--- src/apbPkg.sv ---
`default_nettype none

package apbPkg;

	localparam int ApbAddrBits = 4;
	localparam int ApbDataBits = 32;

	typedef struct packed {
		logic psel;
		logic penable;
		logic pwrite;
		logic [ApbAddrBits-1:0] paddr;
		logic [ApbDataBits-1:0] pwdata;
	} apbReq_t;

	typedef struct packed {
		logic [ApbDataBits-1:0] prdata;
		logic pready;
		logic pslverr;
	} apbRsp_t;

	typedef enum logic [ApbAddrBits-1:0] {
		RegCtrl = 4'h0,
		RegBase = 4'h4,
		RegLength = 4'h8,
		RegStatus = 4'hC
	} regAddr_e;

endpackage

`default_nettype wire

--- src/audioPkg.sv ---
`default_nettype none

package audioPkg;

	localparam int WordBits = 128;
	localparam int SampleBits = 16;
	localparam int AddrBits = 22;
	localparam int LengthBits = 16;
	localparam int FifoDepth = 8;
	// SClk cycles per half period of bclk
	localparam int ClkDiv = 4;

	localparam int FifoPtrBits = $clog2(FifoDepth);
	localparam int DivBits = $clog2(ClkDiv);
	// Each channel slot is 32 bclk periods: the delay bit, 16 data bits, then zeros
	localparam int SlotBits = 5;
	localparam int SamplesPerWord = WordBits / SampleBits;
	localparam int PosBits = SlotBits + $clog2(SamplesPerWord);
	localparam int WordSelBits = $clog2(WordBits);

	typedef struct packed {
		logic rd;
		logic [AddrBits-1:0] addr;
	} memReq_t;

	typedef struct packed {
		logic memWait;
		logic ack;
		logic [WordBits-1:0] data;
	} memRsp_t;

	typedef struct packed {
		logic bclk;
		logic lrclk;
		logic sdata;
	} i2sOut_t;

	typedef struct packed {
		logic [AddrBits-1:0] baseAddr;
		logic [LengthBits-1:0] length;
	} playCfg_t;

	typedef enum logic [1:0] {Halted, Fetch, Store, Drain} fetchState_e;
	typedef enum logic [1:0] {Idle, Load, Shift} serState_e;

endpackage

`default_nettype wire

--- src/apbRegs.sv ---
`default_nettype none

module apbRegs
(
	input  logic SClk,
	input  logic reset,
	input  apbPkg::apbReq_t apbReq,
	output apbPkg::apbRsp_t apbRsp,
	output audioPkg::playCfg_t playCfg,
	output logic startPulse,
	output logic stopPulse,
	input  logic fetchDone,
	input  logic serIdle,
	input  logic underrunPulse
);
	import apbPkg::*;
	import audioPkg::*;

	logic access;
	logic writeEn;
	logic mapped;
	logic busy;
	logic done;
	logic underrun;
	regAddr_e regAddr;

	assign access = apbReq.psel && apbReq.penable;
	assign writeEn = access && apbReq.pwrite;
	assign regAddr = regAddr_e'(apbReq.paddr);
	assign mapped = apbReq.paddr inside {RegCtrl, RegBase, RegLength, RegStatus};

	// Command bits of RegCtrl become one-cycle pulses after the access cycle
	always_ff @(posedge SClk)
	begin
		if (reset)
		begin
			playCfg <= '0;
			startPulse <= 1'b0;
			stopPulse <= 1'b0;
		end
		else
		begin
			startPulse <= writeEn && (regAddr == RegCtrl) && apbReq.pwdata[0];
			stopPulse <= writeEn && (regAddr == RegCtrl) && apbReq.pwdata[1];
			if (writeEn && (regAddr == RegBase))
				playCfg.baseAddr <= apbReq.pwdata[AddrBits-1:0];
			if (writeEn && (regAddr == RegLength))
				playCfg.length <= apbReq.pwdata[LengthBits-1:0];
		end
	end

	always_ff @(posedge SClk)
	begin
		if (reset)
		begin
			busy <= 1'b0;
			done <= 1'b0;
			underrun <= 1'b0;
		end
		else
		begin
			// Start has priority since the fetcher is still halted in that cycle
			if (startPulse)
			begin
				busy <= 1'b1;
				done <= 1'b0;
			end
			else if (busy && fetchDone && serIdle)
			begin
				busy <= 1'b0;
				done <= 1'b1;
			end
			if (underrunPulse)
				underrun <= 1'b1;
			else if (writeEn && (regAddr == RegStatus) && apbReq.pwdata[2])
				underrun <= 1'b0;
		end
	end

	always_comb
	begin
		apbRsp.prdata = '0;
		case (regAddr)
			RegBase: apbRsp.prdata = ApbDataBits'(playCfg.baseAddr);
			RegLength: apbRsp.prdata = ApbDataBits'(playCfg.length);
			RegStatus: apbRsp.prdata = ApbDataBits'({underrun, done, busy});
			default: apbRsp.prdata = '0;
		endcase
	end

	assign apbRsp.pready = 1'b1;
	assign apbRsp.pslverr = access && !mapped;

endmodule

`default_nettype wire

--- src/sampleFetcher.sv ---
`default_nettype none

module sampleFetcher
(
	input  logic SClk,
	input  logic reset,
	input  audioPkg::playCfg_t playCfg,
	input  logic startPulse,
	input  logic stopPulse,
	output audioPkg::memReq_t memReq,
	input  audioPkg::memRsp_t memRsp,
	input  logic fifoFull,
	output logic fifoWrite,
	output logic [audioPkg::WordBits-1:0] fifoData,
	input  logic serIdle,
	output logic fetchDone
);
	import audioPkg::*;

	fetchState_e state;
	logic [AddrBits-1:0] nextAddr;
	logic [AddrBits-1:0] openAddr;
	logic [LengthBits-1:0] wordsLeft;
	logic reqOpen;
	logic discard;
	logic newReq;
	logic wordAck;

	// Only one read is outstanding, so a word never arrives for a full FIFO
	assign newReq = (state == Fetch) && !reqOpen && !memRsp.memWait && !fifoFull
		&& (wordsLeft != '0);
	assign memReq.rd = reqOpen || newReq;
	assign memReq.addr = reqOpen ? openAddr : nextAddr;
	assign wordAck = memRsp.ack && memReq.rd && !discard;

	assign fifoWrite = (state == Store);
	assign fetchDone = (state == Halted) || (state == Drain);

	always_ff @(posedge SClk)
	begin
		if (reset)
		begin
			state <= Halted;
			nextAddr <= '0;
			wordsLeft <= '0;
		end
		else if (stopPulse)
			state <= Halted;
		else
		begin
			case (state)
				Halted:
					if (startPulse)
					begin
						state <= Fetch;
						nextAddr <= playCfg.baseAddr;
						wordsLeft <= playCfg.length;
					end
				Fetch:
					if (wordsLeft == '0)
						state <= Drain;
					else if (wordAck)
						state <= Store;
				Store:
				begin
					nextAddr <= nextAddr + 1'b1;
					wordsLeft <= wordsLeft - 1'b1;
					state <= Fetch;
				end
				Drain:
					if (serIdle)
						state <= Halted;
			endcase
		end
	end

	// A read cut short by stop still runs to its ack, and its word is dropped
	always_ff @(posedge SClk)
	begin
		if (reset)
		begin
			reqOpen <= 1'b0;
			discard <= 1'b0;
		end
		else
		begin
			if (memRsp.ack)
				reqOpen <= 1'b0;
			else if (memReq.rd)
				reqOpen <= 1'b1;
			if (memRsp.ack)
				discard <= 1'b0;
			else if (stopPulse && memReq.rd)
				discard <= 1'b1;
		end
	end

	always_ff @(posedge SClk)
	begin
		if (newReq)
			openAddr <= nextAddr;
		if (wordAck && (state == Fetch))
			fifoData <= memRsp.data;
	end

endmodule

`default_nettype wire

--- src/sampleFifo.sv ---
`default_nettype none

module sampleFifo
(
	input  logic SClk,
	input  logic reset,
	input  logic flush,
	input  logic write,
	input  logic [audioPkg::WordBits-1:0] writeData,
	input  logic read,
	output logic [audioPkg::WordBits-1:0] readData,
	output logic full,
	output logic empty
);
	import audioPkg::*;

	logic [WordBits-1:0] mem [FifoDepth];
	logic [FifoPtrBits-1:0] wrPtr;
	logic [FifoPtrBits-1:0] rdPtr;
	logic [FifoPtrBits:0] count;
	logic doWrite;
	logic doRead;

	assign doWrite = write && !full;
	assign doRead = read && !empty;
	assign full = (count == (FifoPtrBits + 1)'(FifoDepth));
	assign empty = (count == '0);
	// Head entry is visible without a read latency
	assign readData = mem[rdPtr];

	always_ff @(posedge SClk)
	begin
		if (reset || flush)
		begin
			wrPtr <= '0;
			rdPtr <= '0;
			count <= '0;
		end
		else
		begin
			if (doWrite)
				wrPtr <= wrPtr + 1'b1;
			if (doRead)
				rdPtr <= rdPtr + 1'b1;
			case ({doWrite, doRead})
				2'b10: count <= count + 1'b1;
				2'b01: count <= count - 1'b1;
				default: count <= count;
			endcase
		end
	end

	always_ff @(posedge SClk)
	begin
		if (doWrite)
			mem[wrPtr] <= writeData;
	end

endmodule

`default_nettype wire

--- src/i2sSerializer.sv ---
`default_nettype none

module i2sSerializer
(
	input  logic SClk,
	input  logic reset,
	input  logic stopPulse,
	input  logic playing,
	input  logic fifoEmpty,
	input  logic [audioPkg::WordBits-1:0] fifoData,
	output logic fifoRead,
	output audioPkg::i2sOut_t i2sOut,
	output logic serIdle,
	output logic underrunPulse
);
	import audioPkg::*;

	serState_e state;
	logic [DivBits-1:0] divCnt;
	logic tick;
	logic bclkFall;
	logic [PosBits-1:0] pos;
	logic [PosBits-1:0] nextPos;
	logic [SlotBits-1:0] dataBit;
	logic [WordSelBits-1:0] bitSel;
	logic [WordBits-1:0] word;

	assign tick = (divCnt == DivBits'(ClkDiv - 1));
	assign bclkFall = tick && i2sOut.bclk;

	// pos counts bclk periods in a word; slot bit 0 is the I2S delay bit
	assign nextPos = pos + 1'b1;
	assign dataBit = nextPos[SlotBits-1:0] - 1'b1;
	assign bitSel = WordSelBits'(nextPos[PosBits-1:SlotBits] * SampleBits + SampleBits - 1
		- dataBit);

	assign fifoRead = (state == Load) && !fifoEmpty;
	assign serIdle = (state == Idle) && fifoEmpty;

	always_ff @(posedge SClk)
	begin
		if (reset || stopPulse)
		begin
			state <= Idle;
			divCnt <= '0;
			pos <= '0;
			i2sOut <= '0;
			underrunPulse <= 1'b0;
		end
		else
		begin
			underrunPulse <= 1'b0;
			if (state != Idle)
				divCnt <= tick ? '0 : divCnt + 1'b1;
			case (state)
				Idle:
					if (!fifoEmpty)
					begin
						state <= Load;
						divCnt <= '0;
						pos <= '0;
					end
				Load:
					if (!fifoEmpty || playing)
					begin
						state <= Shift;
						underrunPulse <= fifoEmpty;
					end
					else
					begin
						state <= Idle;
						divCnt <= '0;
					end
				Shift:
					if (tick)
					begin
						i2sOut.bclk <= !i2sOut.bclk;
						if (bclkFall)
						begin
							pos <= nextPos;
							// Odd samples are the right channel
							i2sOut.lrclk <= nextPos[SlotBits];
							i2sOut.sdata <= (dataBit < SampleBits) ? word[bitSel] : 1'b0;
							if (nextPos == '0)
								state <= Load;
						end
					end
				default: state <= Idle;
			endcase
		end
	end

	// An underrun plays a silent word in place of the missing one
	always_ff @(posedge SClk)
	begin
		if (state == Load)
			word <= fifoEmpty ? '0 : fifoData;
	end

endmodule

`default_nettype wire

--- src/i2sPlayer.sv ---
`default_nettype none

module i2sPlayer
(
	input  logic SClk,
	input  logic reset,
	input  apbPkg::apbReq_t apbReq,
	output apbPkg::apbRsp_t apbRsp,
	output audioPkg::memReq_t memReq,
	input  audioPkg::memRsp_t memRsp,
	output audioPkg::i2sOut_t i2sOut
);
	import audioPkg::*;

	playCfg_t playCfg;
	logic startPulse;
	logic stopPulse;
	logic fetchDone;
	logic serIdle;
	logic underrunPulse;
	logic fifoWrite;
	logic [WordBits-1:0] fifoWriteData;
	logic fifoFull;
	logic fifoEmpty;
	logic fifoRead;
	logic [WordBits-1:0] fifoReadData;

	apbRegs regs (
		.SClk(SClk),
		.reset(reset),
		.apbReq(apbReq),
		.apbRsp(apbRsp),
		.playCfg(playCfg),
		.startPulse(startPulse),
		.stopPulse(stopPulse),
		.fetchDone(fetchDone),
		.serIdle(serIdle),
		.underrunPulse(underrunPulse)
	);

	sampleFetcher fetcher (
		.SClk(SClk),
		.reset(reset),
		.playCfg(playCfg),
		.startPulse(startPulse),
		.stopPulse(stopPulse),
		.memReq(memReq),
		.memRsp(memRsp),
		.fifoFull(fifoFull),
		.fifoWrite(fifoWrite),
		.fifoData(fifoWriteData),
		.serIdle(serIdle),
		.fetchDone(fetchDone)
	);

	sampleFifo fifo (
		.SClk(SClk),
		.reset(reset),
		.flush(stopPulse),
		.write(fifoWrite),
		.writeData(fifoWriteData),
		.read(fifoRead),
		.readData(fifoReadData),
		.full(fifoFull),
		.empty(fifoEmpty)
	);

	i2sSerializer serializer (
		.SClk(SClk),
		.reset(reset),
		.stopPulse(stopPulse),
		.playing(!fetchDone),
		.fifoEmpty(fifoEmpty),
		.fifoData(fifoReadData),
		.fifoRead(fifoRead),
		.i2sOut(i2sOut),
		.serIdle(serIdle),
		.underrunPulse(underrunPulse)
	);

endmodule

`default_nettype wire

--- config.mk ---
export PLATFORM = sky130hd
export DESIGN_NAME = i2sPlayer
export DESIGN_NICKNAME = d
export VERILOG_FILES = /design/src/apbPkg.sv /design/src/audioPkg.sv /design/src/apbRegs.sv /design/src/sampleFetcher.sv /design/src/sampleFifo.sv /design/src/i2sSerializer.sv /design/src/i2sPlayer.sv
export SDC_FILE = /design/constraint.sdc
export NUM_CORES = 1
export LEC_CHECK = 0
export BUFFER_PORTS_ARGS = -buffer_cell sky130_fd_sc_hd__buf_4
export CORE_ASPECT_RATIO = 0.5
export CORE_UTILIZATION = 34
export DETAILED_ROUTE_END_ITERATION = 10
export PLACE_DENSITY = 0.52
export SETUP_SLACK_MARGIN = 0.1
export SYNTH_ARGS = -nofsm -noshare
export SYNTH_HDL_FRONTEND = slang
export SYNTH_SLANG_ARGS = --single-unit
--- constraint.sdc ---
create_clock -name SClk -period 22.5 [get_ports SClk]
set_clock_uncertainty 0.15 [all_clocks]
set_input_delay 3.375 -clock SClk [delete_from_list [all_inputs] [get_ports SClk]]
set_output_delay 3.375 -clock SClk [all_outputs]
set_load 0.05 [all_outputs]
# [Word level (Yosys, flattened, before mapping)]
# Memory sizes are Yosys's and may differ from the RTL's. A register that Yosys moved wholly into a read port is not among the register bits.
# Index checks and enable logic that the tools add are counted.
[totals] register_bits=261 out_inout_bits=60 input_bits=171 memories=1 ram_bits=1024 wordCells=158
[classes] muxes=36 eq_ne=19 n_bitwise=3 add_sub_neg=12 n_reduce_logical=61 order_cmp=2
[mem_list] name="fifo.mem" depth=8 word_bits=128 rd=1 rd_ports_with_merged_regs=1 wr=1 line="sampleFifo.sv:17" text="logic [WordBits-1:0] mem [FifoDepth];"
[op_table] op="22-bit one-hot mux with 3 select lines" count=1
[op_table] op="22-bit two-way mux" count=2
[op_table] op="22-bit one-hot mux with 2 select lines" count=1
[op_table] op="16-bit one-hot mux with 2 select lines" count=1
[op_table] op="2-bit two-way mux" count=13
[op_table] op="1-bit logical AND" count=25
[op_table] op="8-bit two-way mux" count=3
[op_table] op="22-bit by 1-bit adder with 22-bit output (second input constant)" count=1
[op_table] op="16-bit logical NOT" count=1
[op_table] op="16-bit two-way mux" count=1
[op_table] op="8-bit one-hot mux with 2 select lines" count=1
[op_table] op="16-bit nonzero test" count=1
[op_table] op="16-bit by 1-bit subtractor with 16-bit output (second input constant)" count=1
[op_table] op="4-bit == test (second input constant)" count=3
[op_table] op="2-bit nonzero test" count=6
[op_table] op="2-bit == test (second input constant)" count=5
[op_table] op="3-bit AND reduction" count=3
[op_table] op="8-bit by 1-bit adder with 8-bit output (second input constant)" count=1
[op_table] op="1-bit logical NOT" count=8
[op_table] op="4-bit logical NOT" count=2
[op_table] op="8-bit logical NOT" count=1
[op_table] op="7-bit by 8-bit less-than comparator with 1-bit output (second input constant)" count=1
[op_table] op="1-bit two-way mux" count=8
[op_table] op="2-bit one-hot mux with 4 select lines" count=1
[op_table] op="other kinds (26)" count=42

# [Depth between registers and ports, before layout]
[depth] ltp_word=11 mapped_depth=15 mapped_depth_nobuf=13

# [Hierarchy]
# Synthesis repeated with hierarchy kept, for this count alone.
[hier_totals] cells_unflattened=2790 hier_area_um2=56013.7
[by_module_without_submodules] mod="sampleFifo" cells_per_inst=1555 n_inst=1 area_per_inst_um2=39618.0 seq_area_each_um2=31009.7
[by_module_without_submodules] mod="sampleFetcher" cells_per_inst=546 n_inst=1 area_per_inst_um2=7524.7 seq_area_each_um2=5345.1
[by_module_without_submodules] mod="i2sSerializer" cells_per_inst=469 n_inst=1 area_per_inst_um2=6717.7 seq_area_each_um2=4164.0
[by_module_without_submodules] mod="apbRegs" cells_per_inst=219 n_inst=1 area_per_inst_um2=2149.6 seq_area_each_um2=860.8
[by_module_without_submodules] mod="i2sPlayer" cells_per_inst=1 n_inst=1 area_per_inst_um2=3.8 seq_area_each_um2=0.0

# [Worst setup path after synthesis]
# No wires, ideal clock.
[synth_path] path_type="register to register" start="reg fetcher.state[0]" end="mem fifo.mem[2][0] (enable)" setup_slack_ns=7.125 setup_ns=0.973 period_less_slack_ns=15.375 t_arrival_ns=14.252 required_time_ns=21.377 n_path_buf=0 path_stages_with_launch=7 path_cell_list="dfxtp_1 > inv_1 > ha_1 > inv_1 > a21oi_1 > inv_1 > nor4b_1"
[synth_via] elab_chain_cells=4
[synth_lines] item="start: declaration" line="sampleFetcher.sv:20" text="fetchState_e state;"
[synth_lines] item="start signal: assignment" line="sampleFetcher.sv:43" text="state <= Halted;"
[synth_lines] item="start signal: assignment" line="sampleFetcher.sv:48" text="state <= Halted;"
[synth_lines] item="start signal: assignment" line="sampleFetcher.sv:55" text="state <= Fetch;"
[synth_lines] item="2-bit == test" line="sampleFetcher.sv:36" text="assign fifoWrite = (state == Store);"
[synth_lines] item="1-bit logical AND" line="sampleFifo.sv:24" text="assign doWrite = write && !full;"
[synth_lines] item="1-bit two-way mux" line="sampleFifo.sv:55" text="if (doWrite)"
[synth_lines] item="1-bit two-way mux (implied by the code)" line="sampleFifo.sv:56" text="mem[wrPtr] <= writeData;"
[synth_lines] item="end: declaration" line="sampleFifo.sv:17"
# No other way between the ends.

==> metrics.md <==
| Metric | Value |
|---|---|
| WL/cell | 23.5 um |
| HP Class | reg -> reg |
| Yosys cell types | 66 |
| Most common cell after layout, fill and taps aside | edfxtp_1 |
| Routability cong. | 0.744 |
| Final core occ | 0.396 |
| Crit share post-route | 0.396 |
| Number of enable flip-flop cells after synthesis | 1,302 |
| Final TNS setup | 0 ns |
| Largest net degree at the start of global routing | 133 |
| Post-CTS setup buffers | 0 |
| Height of the die | 285 um |
| Worst slew margin | 0.239 |
| Leak pwr | 19.2 nW |
| Critical path capture point type | primary output |
| Die footprint | 161,000 um2 |
| Synth-to-layout area growth | 15.4% |
| Port buffer count | 209 |
| CTS sink count | 1,413 |
| I/O pin count | 231 |
| Worst-margin pin slew | 1.14 ns |
| Status | finished, final reports clean |
| H-Tree Depth | 4 |
| Global-route wire length before repair | 183,000 um |
| Number of buffers created by CTS | 133 |
| CP Launch Type | input port |
| Max Slew Vio Count | 0 |
| Fin area | 62,700 um2 |
| Max-cap viol count | 0 |
| Worst skew pair latency | 0.76 ns |
| # hold bufs at CTS | 0 |
| Core Region | 158,000 um2 |
| Initial drt markers | 1,762 |
| Number of global-route vias before repair | 27.6k |
| CTS tree | built |
| Root Buffer | clkbuf_16 |
| Final setup fails | 0 |
| Commonest cells after routing, fill and taps aside | edfxtp_1, mux4_2, buf_4 |
| Initial Util | 0.343 |
| Syn Area/Cell | 19.4 um2 |
| Cts repair resizes | 0 |
| Gr usage total | 0.154 |
| Initial antenna violation count | 5 |
| Layout net count | 3,245 |
| Register bit total from synthesis | 1,413 |
| Rows | 103 |
| Min Tclk post-route | 8.91 ns |
| Overall die width | 567 um |
| Drc violations | 0 |
| Reg clk slew, reported paths | 0.07 ns |
| Hold Vio Cnt, Final | 0 |
| DP HPWL | 66,300 um |
| Post-route setup slack | 13.59 ns |
| Worst EP required | 18.98 ns |
| Dpl ws | 13.60 ns |
| GRT overflow | 0 |
| Vias per inst | 5.05 |
| FMAX | 112 MHz |
| DP Area | 58,400 um2 |
| Clock buffer depth | 3 |
| Worst-path fanout max | 13 |
| Ys flop type | edfxtp_1 |
| Routed vias | 26.6k |
| Post-Synthesis Cells | 2,805 |
| WS Path Type | in -> out |
| RSZ-0062 raised after global routing | false |
| Routed Antenna Nets | 0 |
| Drt first pass iters | 5 |
| Layout cells sized above 1 | 0.253 |
| Drt total wl | 123,000 um |
| Yosys warns | 0 |
| CP arrival | 5.38 ns |
| Post-Syn Area | 54,300 um2 |
| Register area share after synthesis | 0.761 |
| Power Density | 81.3 nW/um2 |
| Asr flop ratio synth | 0 |
| Maximum VDD drop | 0.0723 mV |
## worst max-delay path: stages
cell and delay [ns]:
buf_4 0.13, nor2_1 0.28, nand2_1 0.16, nor2_1 0.87, a22o_1 0.33, buf_4 0.23
## logic make-up after synthesis
family	share of synthesized area
xor+xnor	0.00242
other cells	0.000138
mux	0.152
buf+inv	0.0135
compound gates	0.0264
flops	0.761
simple gates	0.0399
fa+ha+maj	0.00452
## final timing paths
| check | start | endpoint | slack, ns | cells after the start |
|---|---|---|---|---|
| max | apbReq[33] | apbRsp[7] | 13.59 | 6 |
| min | serializer.underrunPulse$_SDFF_PP0_ | regs.underrun$_SDFFE_PP0P_ | 0.31 | 2 |
| max reg2reg | fetcher.state[0]$_SDFFE_PP0P_ | fifo.mem[7][86]$_DFFE_PP_ | 17.71 | 11 |
| min reg2reg | serializer.underrunPulse$_SDFF_PP0_ | regs.underrun$_SDFFE_PP0P_ | 0.31 | 2 |
## cell type report
type / instances / area [um2]
well taps: 2100 / 2630
multi-input cells: 1223 / 12400
inverters: 19 / 71.3
clock inverters: 58 / 639
fillers: 14200 / 95500
diodes: 1 / 2.50
flip-flops and latches: 1413 / 41300
repair buffers: 265 / 2010
clock buffers: 181 / 3590
## through the flow
step	hold slack, ns	std cells	power (W)
after floorplan	0.263	2814	0.00291
after global placement	0.290	5020	0.00294
after detailed placement	0.297	5020	0.00294
after CTS	0.315	5259	0.00516
after global routing	0.341	5260	0.00526
final	0.315	5260	0.00509
## where the power goes
part,total (W),switching (W),internal (W)
Sequential,0.00283,0.00000163,0.00283
Combinational,0.0000508,0.0000273,0.0000235
Clock,0.00221,0.000986,0.00122
## state kept, by name, summed over array words and instances (netlist names), 4 cells and up
name               count
fifo.mem            1024
fetcher.fifoData     128
serializer.word      128
regs.playCfg          38
fetcher.nextAddr      22
fetcher.openAddr      22
fetcher.wordsLeft     16
serializer.pos         8
fifo.count             4
## routing by layer
metal	share of wire	wire length, um	global-route usage	vias up
li1	-	-	-	11700
met4	0.016	1960	0.0371	6
met1	0.45	55900	0.211	14200
met3	0.046	5720	0.0287	149
met5	0.00032	39	0	-
met2	0.48	59800	0.252	523
## synth_stat cells, drive strengths merged, types with 16 or more instances
| cell | n | area [um2] |
|---|---|---|
| mux4 | 288 | 6490 |
| ha | 18 | 225 |
| mux2i | 143 | 1430 |
| inv | 19 | 71.3 |
| clkbuf | 93 | 349 |
| mux2 | 31 | 349 |
| nand2 | 151 | 567 |
| o21ai | 32 | 160 |
| edfxtp | 1302 | 39100 |
| nand3 | 21 | 105 |
| buf | 66 | 314 |
| dfxtp | 111 | 2220 |
| nor2 | 222 | 833 |
| a211oi | 18 | 140 |
| a21oi | 92 | 464 |
| a22oi | 16 | 120 |
| a22o | 17 | 149 |
| nor3 | 29 | 150 |
No activity file was read; power rests on OpenSTA's default activity.
